==> src/verilog/sqr_defs.svh <==
// Squarer width macros
// Operand, result and partial-product row counts shared by all blocks

`ifndef SQR_DEFS_SVH
`define SQR_DEFS_SVH

// Operand width, two's complement
`define SQR_WIDTH 8

// Full square width
`define SQR_RES_WIDTH (2*`SQR_WIDTH)

// Generator rows incl. correction row
`define SQR_PP_ROWS (`SQR_WIDTH/2+1)

`endif
==> src/verilog/SqrPkg.sv <==
// Squarer payload types
// Packed structs carried between the pipeline stages

`include "sqr_defs.svh"

package SqrPkg;

	////////////////////////////////////////
	// Stage payloads
	////////////////////////////////////////

	// Signed operand, input stage
	typedef struct packed {
		logic signed [`SQR_WIDTH-1:0] x;
	} operand_t;

	// Redundant sum/carry form after the CSA tree
	typedef struct packed {
		logic [`SQR_RES_WIDTH-1:0] sum;
		logic [`SQR_RES_WIDTH-1:0] carry;
	} csPair_t;

	// Final square, always non-negative
	typedef struct packed {
		logic [`SQR_RES_WIDTH-1:0] square;
	} result_t;

endpackage

==> src/verilog/SqrCsaTree.sv <==
// Carry-save reduction tree
// Compresses the partial-product rows with 3:2 full-adder levels
// until a single sum/carry pair remains

`timescale 1ns/1ps
`include "sqr_defs.svh"

module SqrCsaTree (
	input logic [`SQR_PP_ROWS*`SQR_RES_WIDTH-1:0] pp,
	output SqrPkg::csPair_t cs
);

	localparam int resW = `SQR_RES_WIDTH;
	// One level per row beyond the first two
	localparam int levels = `SQR_PP_ROWS - 2;

	wire [levels:0][resW-1:0] sumL;
	wire [levels:0][resW-1:0] carryL;

	// First two rows seed the redundant pair
	assign sumL[0] = pp[0 +: resW];
	assign carryL[0] = pp[resW +: resW];

	genvar lvl;
	genvar b;
	generate
		for (lvl = 1; lvl <= levels; lvl++) begin : gLevel
			// Next row folded in at this level
			wire [resW-1:0] addend;
			assign addend = pp[(lvl+1)*resW +: resW];
			assign carryL[lvl][0] = 1'b0;

			for (b = 0; b < resW; b++) begin : gBit
				// Full-adder sum stays in its column
				assign sumL[lvl][b] = sumL[lvl-1][b] ^ carryL[lvl-1][b] ^ addend[b];
				// Carry moves up one column, top carry dropped
				if (b < resW - 1) begin : gCarry
					assign carryL[lvl][b+1] = (sumL[lvl-1][b] & carryL[lvl-1][b]) |
						(sumL[lvl-1][b] & addend[b]) |
						(carryL[lvl-1][b] & addend[b]);
				end
			end
		end
	endgenerate

	assign cs = '{sum: sumL[levels], carry: carryL[levels]};

endmodule

==> src/verilog/SqrPPGenSgn.sv <==
// Signed squarer partial-product generator
// Folds symmetric cross products, places diagonal bits and adds
// two's-complement sign correction; rows packed LSB row first

`timescale 1ns/1ps

module SqrPPGenSgn #(
	parameter width = 8
) (
	input logic [width-1:0] X,
	output logic [(width/2+1)*2*width-1:0] PP
);

	// Row width and row count
	localparam resW = 2*width;
	localparam rows = width/2 + 1;

	logic [rows*resW-1:0] rowBits;

	always_comb begin
		rowBits = '0;

		////////////////////////////////////////
		// Cross products, unsigned part
		////////////////////////////////////////

		// x(i)x(k) appears twice, so weight shifts up by one
		for (int r = 0; r < (width-1)/2; r++) begin
			for (int c = r + 1; c < width - r - 1; c++) begin
				rowBits[r*resW + r + c + 1] = X[r] & X[c];
			end
		end

		////////////////////////////////////////
		// Cross products with sign bits
		////////////////////////////////////////

		// MSB terms inverted, constants added below
		for (int c = 0; c < width - 1; c++) begin
			rowBits[width + c] = X[width-1] & ~X[c];
		end
		// Remaining upper triangle
		for (int r = 1; r < width/2; r++) begin
			for (int c = r; c < width - r - 1; c++) begin
				rowBits[r*resW + width - r + c] = X[width-r-1] & X[c];
			end
		end

		////////////////////////////////////////
		// Diagonal terms
		////////////////////////////////////////

		// x(i)x(i) = x(i), lower half
		for (int r = 0; r <= (width-1)/2; r++) begin
			rowBits[r*resW + 2*r] = X[r];
		end
		// Upper half, top row gets the sign square
		for (int r = 1; r <= width/2; r++) begin
			rowBits[r*resW + resW - 2*r] = X[width-r];
		end

		// Sign correction constants
		rowBits[resW-1] = ~X[width-1];
		rowBits[2*resW-1] = 1'b1;
		// Even widths split the correction over two rows
		if (width % 2 == 0) begin
			rowBits[(width/2-1)*resW + width - 1] = X[width-1];
			rowBits[(width/2)*resW + width - 1] = X[width-1];
		end else begin
			rowBits[(width/2)*resW + width] = X[width-1];
		end

		PP = rowBits;
	end

endmodule

==> src/verilog/SqrPipeReg.sv <==
// Elastic pipeline register
// Single entry valid/ready stage, payload type set per instance

`timescale 1ns/1ps

module SqrPipeReg #(
	parameter type payload_t = logic
) (
	input logic clk,
	input logic rst,
	input logic inValid,
	output logic inReady,
	input payload_t inData,
	output logic outValid,
	input logic outReady,
	output payload_t outData
);

	// Accept when empty or draining this cycle
	assign inReady = ~outValid | outReady;

	// Occupancy flag
	always_ff @(posedge clk) begin
		if (rst) begin
			outValid <= 1'b0;
		end else if (inReady) begin
			outValid <= inValid;
		end
	end

	// Payload only moves on a transfer
	always_ff @(posedge clk) begin
		if (inValid && inReady) begin
			outData <= inData;
		end
	end

endmodule

==> src/verilog/SqrPrefixAdder.sv <==
// Sklansky parallel-prefix adder
// Resolves the CSA sum/carry pair into the final square, mod 2^width

`timescale 1ns/1ps
`include "sqr_defs.svh"

module SqrPrefixAdder (
	input SqrPkg::csPair_t cs,
	output SqrPkg::result_t y
);

	localparam int resW = `SQR_RES_WIDTH;
	localparam int levels = $clog2(resW);

	wire [resW-1:0] p0;
	wire [resW-1:0] carry;
	wire [levels:0][resW-1:0] gL;
	// Group propagate not needed after the last level
	wire [levels-1:0][resW-1:0] pL;

	// Bitwise generate and propagate
	assign p0 = cs.sum ^ cs.carry;
	assign gL[0] = cs.sum & cs.carry;
	assign pL[0] = p0;

	genvar lvl;
	genvar i;
	generate
		for (lvl = 0; lvl < levels; lvl++) begin : gLevel
			for (i = 0; i < resW; i++) begin : gBit
				if (((i >> lvl) & 1) == 1) begin : gNode
					// Top bit of the lower half block
					localparam int src = ((i >> lvl) << lvl) - 1;
					assign gL[lvl+1][i] = gL[lvl][i] | (pL[lvl][i] & gL[lvl][src]);
					if (lvl < levels - 1) begin : gProp
						assign pL[lvl+1][i] = pL[lvl][i] & pL[lvl][src];
					end
				end else begin : gPass
					assign gL[lvl+1][i] = gL[lvl][i];
					if (lvl < levels - 1) begin : gProp
						assign pL[lvl+1][i] = pL[lvl][i];
					end
				end
			end
		end
	endgenerate

	// No carry-in, carry-out discarded
	assign carry = {gL[levels][resW-2:0], 1'b0};
	assign y = '{square: p0 ^ carry};

endmodule

==> src/verilog/SqrReqAckIn.sv <==
// Four-phase operand receiver
// Turns a req/ack handshake into a valid/ready source for stage 1

`timescale 1ns/1ps

module SqrReqAckIn (
	input logic clk,
	input logic rst,
	input logic reqIn,
	output logic ackIn,
	input SqrPkg::operand_t xIn,
	output logic outValid,
	input logic outReady,
	output SqrPkg::operand_t outData
);

	typedef enum logic {
		stIdle,
		stAcked
	} state_t;

	state_t state;

	// Operand offered only before the acknowledge
	assign outValid = reqIn && (state == stIdle);
	assign outData = xIn;
	assign ackIn = (state == stAcked);

	always_ff @(posedge clk) begin
		if (rst) begin
			state <= stIdle;
		end else begin
			case (state)
				// Transfer into stage 1, ack next cycle
				stIdle: if (outValid && outReady) state <= stAcked;
				// Hold ack until request released
				stAcked: if (!reqIn) state <= stIdle;
				default: state <= stIdle;
			endcase
		end
	end

endmodule

==> src/verilog/SqrReqAckOut.sv <==
// Four-phase result sender
// Takes one result from the pipeline and presents it on req/ack

`timescale 1ns/1ps

module SqrReqAckOut (
	input logic clk,
	input logic rst,
	input logic inValid,
	output logic inReady,
	input SqrPkg::result_t inData,
	output logic reqOut,
	input logic ackOut,
	output SqrPkg::result_t yOut
);

	typedef enum logic [1:0] {
		stIdle,
		stReq,
		stWaitLow
	} state_t;

	state_t state;
	SqrPkg::result_t holdData;

	// Pipeline drained only between handshakes
	assign inReady = (state == stIdle);
	assign reqOut = (state == stReq);
	assign yOut = holdData;

	always_ff @(posedge clk) begin
		if (rst) begin
			state <= stIdle;
		end else begin
			case (state)
				stIdle: if (inValid) state <= stReq;
				// Drop request once acknowledged
				stReq: if (ackOut) state <= stWaitLow;
				// Return to zero before the next result
				stWaitLow: if (!ackOut) state <= stIdle;
				default: state <= stIdle;
			endcase
		end
	end

	// Holding register, stable for the whole request
	always_ff @(posedge clk) begin
		if (inValid && inReady) begin
			holdData <= inData;
		end
	end

endmodule

==> src/verilog/SqrTop.sv <==
// Pipelined signed squarer
// Req/ack in, three elastic stages around PP/CSA and prefix adder,
// req/ack out

`timescale 1ns/1ps
`include "sqr_defs.svh"

module SqrTop (
	input logic clk,
	input logic rst,
	input logic reqIn,
	output logic ackIn,
	input SqrPkg::operand_t xIn,
	output logic reqOut,
	input logic ackOut,
	output SqrPkg::result_t yOut
);

	////////////////////////////////////////
	// Stage links
	////////////////////////////////////////

	// Receiver to stage 1
	logic opValid;
	logic opReady;
	SqrPkg::operand_t opData;
	// Stage 1 to PP/CSA
	logic s1Valid;
	logic s1Ready;
	SqrPkg::operand_t s1Data;
	logic [`SQR_PP_ROWS*`SQR_RES_WIDTH-1:0] pp;
	SqrPkg::csPair_t csComb;
	// Stage 2 to adder
	logic s2Valid;
	logic s2Ready;
	SqrPkg::csPair_t s2Data;
	SqrPkg::result_t sqComb;
	// Stage 3 to sender
	logic s3Valid;
	logic s3Ready;
	SqrPkg::result_t s3Data;

	SqrReqAckIn reqAckIn_i (
		.clk(clk), .rst(rst), .reqIn(reqIn), .ackIn(ackIn), .xIn(xIn),
		.outValid(opValid), .outReady(opReady), .outData(opData)
	);

	SqrPipeReg #(.payload_t(SqrPkg::operand_t)) stage1_i (
		.clk(clk), .rst(rst), .inValid(opValid), .inReady(opReady), .inData(opData),
		.outValid(s1Valid), .outReady(s1Ready), .outData(s1Data)
	);

	// Partial products and carry-save reduction
	SqrPPGenSgn #(.width(`SQR_WIDTH)) ppGen_i (.X(s1Data.x), .PP(pp));
	SqrCsaTree csaTree_i (.pp(pp), .cs(csComb));

	SqrPipeReg #(.payload_t(SqrPkg::csPair_t)) stage2_i (
		.clk(clk), .rst(rst), .inValid(s1Valid), .inReady(s1Ready), .inData(csComb),
		.outValid(s2Valid), .outReady(s2Ready), .outData(s2Data)
	);

	// Carry-propagate stage
	SqrPrefixAdder adder_i (.cs(s2Data), .y(sqComb));

	SqrPipeReg #(.payload_t(SqrPkg::result_t)) stage3_i (
		.clk(clk), .rst(rst), .inValid(s2Valid), .inReady(s2Ready), .inData(sqComb),
		.outValid(s3Valid), .outReady(s3Ready), .outData(s3Data)
	);

	SqrReqAckOut reqAckOut_i (
		.clk(clk), .rst(rst), .inValid(s3Valid), .inReady(s3Ready), .inData(s3Data),
		.reqOut(reqOut), .ackOut(ackOut), .yOut(yOut)
	);

endmodule

==> config.mk <==
export PLATFORM = sky130hd
export DESIGN_NAME = SqrTop
export DESIGN_NICKNAME = d
export VERILOG_FILES = /design/src/verilog/SqrPkg.sv /design/src/verilog/SqrCsaTree.sv /design/src/verilog/SqrPPGenSgn.sv /design/src/verilog/SqrPipeReg.sv /design/src/verilog/SqrPrefixAdder.sv /design/src/verilog/SqrReqAckIn.sv /design/src/verilog/SqrReqAckOut.sv /design/src/verilog/SqrTop.sv
export VERILOG_INCLUDE_DIRS = /design/src /design/src/verilog
export SDC_FILE = /design/constraint.sdc
export NUM_CORES = 1
export LEC_CHECK = 0
export BUFFER_PORTS_ARGS = -buffer_cell sky130_fd_sc_hd__buf_4
export CORE_AREA = 2 2 94 73
export DETAILED_ROUTE_END_ITERATION = 10
export DIE_AREA = 0 0 96 75
export PLACE_DENSITY_LB_ADDON = 0.05
export SLEW_MARGIN = 25
export SYNTH_ARGS = -nofsm -noshare
export SYNTH_HDL_FRONTEND = slang
export SYNTH_SLANG_ARGS = --single-unit
==> constraint.sdc <==
create_clock -name clk -period 2.8 [get_ports clk]
set_clock_uncertainty 0.15 [all_clocks]
set_input_delay 0.28 -clock clk [delete_from_list [all_inputs] [get_ports clk]]
set_output_delay 0.28 -clock clk [all_outputs]
set_load 0.01 [all_outputs]
==> metrics.cfg <==
[synth]
synth.avg_cell_area_um2 = 15.2
syn-num-nets = 266
synth_common_cells = 63 x edfxtp_1, 29 x ha_1, 19 x and2_1, 13 x inv_1, 11 x fa_1
ys_seq_elements = 69
async_flop_share_pct = 0
yosysTopAreaCellShare_pct = 58.3
ys_types = 35
netlist_area_um2 = 3250
synth_edf_count = 63
yosysMostFrequentCell = edfxtp_1
netlist_top_cells_area = edfxtp_1 58%, ha_1 11%, fa_1 6.8%, dfxtp_1 3.7%, and2_1 3.7%
synth_top_flop_cell = edfxtp_1
synthCells = 214
yosysWarnings = 0
yosysTopAreaCell = edfxtp_1
ys_seq_area_share_pct = 62.0

[flow_run]
drv_cap = 0

[setup_path]
start_kind = flop
path_class = flop to flop
crit_buf_inv = 0
critPathCaptureType = flop
slowest_stage = fa_1
required_ns = 2.72
worstPathCellList = and2_1 -> fa_1 -> fa_1 -> fa_1
slowest_delay_ns = 0.54
cp_common_cell = fa_1
critPathArrivalTime_ns = 2.48
critPathMaxFanout = 9
cpLargestDelayFamily = adder cells

[sta]
clock.fmax_ghz = 0.390
rsz0062_at_grt = no
min_period_ns = 2.56
hold_viol_final = 0
slew_viol_final = 0
finalCritPeriodShare_pct = 91.5
slew_headroom_pct = 44.3
tns_ns = 0
worst_pin_slew_ns = 0.832
setup_viol = 0
timing.final.ws_setup_ns = 0.239

[cts]
root_buffer = clkbuf_8
clkLatencyLatePin_ns = 0.33
clock_path_buffers = 2
clock_sinks = 69
cts_resized = 0
h-tree-depth = 3
hold_buffers = 9
clk_pin_slew_ns = 0.07
cts_tree = yes
post_cts_buffers = 0
cts-buffers-inserted = 9

[final_layout]
register_area_um2 = 2010
antenna_cells = 0
final_nets = 319
syn2layout_area_growth_pct = 18.7
multiInputGateArea_um2 = 1190
final_layout_size_suffix_gt1_share_pct = 18.4
nFillCells = 498

[detailed_routing]
drt_iter0_markers = 54
drc = 0
via_per_inst = 4.94
antenna_left = 0
routed-via-count = 1745
drtPass1Iterations = 4
wire_per_inst_um = 13.2
routed_wl_mm = 4.64

[pwr]
leakage_uw = 0.00156
vdd_drop_max_uv = 330
p_per_area_nw_per_um2 = 556

[die]
rows = 25
die_area_um2 = 7200
start_util_pct = 52.1
die_height_um = 75
io_pins = 30
core_area_um2 = 6220
dieWidth_um = 96

[place]
pre_cts_ws_ns = 0.220
gp_congestion = 0.813
post-dp-hpwl_mm = 3.29
io_buffers = 28

[global_routing]
grt_antenna_before_repair = 0
grt-ovfl-total = 0
grt_usage_pct = 15.2
grt_max_degree = 26
grt_pass1_wl_mm = 7.83
grt_pass1_vias = 1704

[min_path]
hold_class = primary input to flop

[status]
outcome = complete, no violations

-- power by group --
part	switching [µW]	total, µW	internal [µW]
clock	338	658	319
sequential	22.8	1220	1190
combinational	138	269	131
-- metrics by stage --
stage                     instances  total power (µW)  hold WS [ns]  cell area, µm²  util (%)
after detailed placement        328              1500         0.255            3600      57.9
after CTS                       353              2180        0.0370            3850      61.9
after global routing            353              2270        0.0545            3850      61.9
after floorplan                 214              1420         0.199            3250         -
final                           353              2140        0.0569            3850      61.9
after global placement          328              1490         0.251            3600      57.9
-- logic make-up after synthesis --
family,synth area share [%]
DFF,62.0
and+or+nand+nor,10.4
adders and majority gates,18.0
AOI/OAI and AO/OA,4.47
buffers and inverters,1.73
xor gates and xnor gates,2.97
other,0.116
muxes,0.347
-- layer usage --
metal / global-route usage [%] / part of all wire, % / routed length, µm
met1: 19.0 / 49 / 2270
met2: 22.8 / 44 / 2050
met3: 5.71 / 4.4 / 205
met4: 8.73 / 2.3 / 109
met5: 0 / 0 / 0
-- worst reg2reg max path: stages, from the launching register on --
cell	delay, ns
edfxtp_1	0.50
and2_1	0.23
fa_1	0.54
fa_1	0.43
fa_1	0.45
-- worst paths after layout --
kind,startpoint,endpoint,slack [ns],cells past startpoint
max,stage1_i.outData[6],stage2_i.outData[24],0.24,4
min reg2reg,stage3_i.outData[10],reqAckOut_i.yOut[10],0.27,0
max reg2reg,stage1_i.outData[6],stage2_i.outData[24],0.24,4
min,ackOut,reqAckOut_i.state[1],0.06,3
-- placed cells by master (no fill, tap or decap), drive strengths merged, types with 2 or more instances in the layout --
| cell type | instances |
|---|---|
| and2 | 19 |
| nor2 | 6 |
| nand2b | 4 |
| dlygate4sd3 | 9 |
| ha | 29 |
| dfxtp | 6 |
| o21ai | 3 |
| nor2b | 9 |
| xor2 | 6 |
| fa | 11 |
| buf | 34 |
| or4 | 2 |
| inv | 13 |
| nand2 | 4 |
| a21oi | 6 |
| xnor2 | 5 |
| nor3 | 6 |
| or3 | 2 |
| nand3 | 3 |
| nor3b | 2 |
| clkbuf | 12 |
| a31oi | 2 |
| edfxtp | 63 |
| clkinv | 4 |
-- sequential cells by signal, indices dropped and copies added (netlist names) --
| register | cells |
|---|---|
| reqAckIn_i.ackIn | 1 |
| stage3_i.outValid | 1 |
| stage2_i.outData | 25 |
| reqAckOut_i.yOut | 15 |
| stage2_i.outValid | 1 |
| stage1_i.outData | 8 |
| stage3_i.outData | 15 |
| reqAckOut_i.state | 2 |
| stage1_i.outValid | 1 |
-- final cells by class --
cell class / instances / share of cell area [%]
Clock buffer: 12 / 3.51
Timing Repair Buffer: 43 / 8.96
Clock inverter: 4 / 0.649
Tap cell: 81 / 2.63
Multi-Input combinational cell: 131 / 30.8
Inverter: 13 / 1.27
Sequential cell: 69 / 52.2
Note: power is estimated with default switching activity, not from simulation.
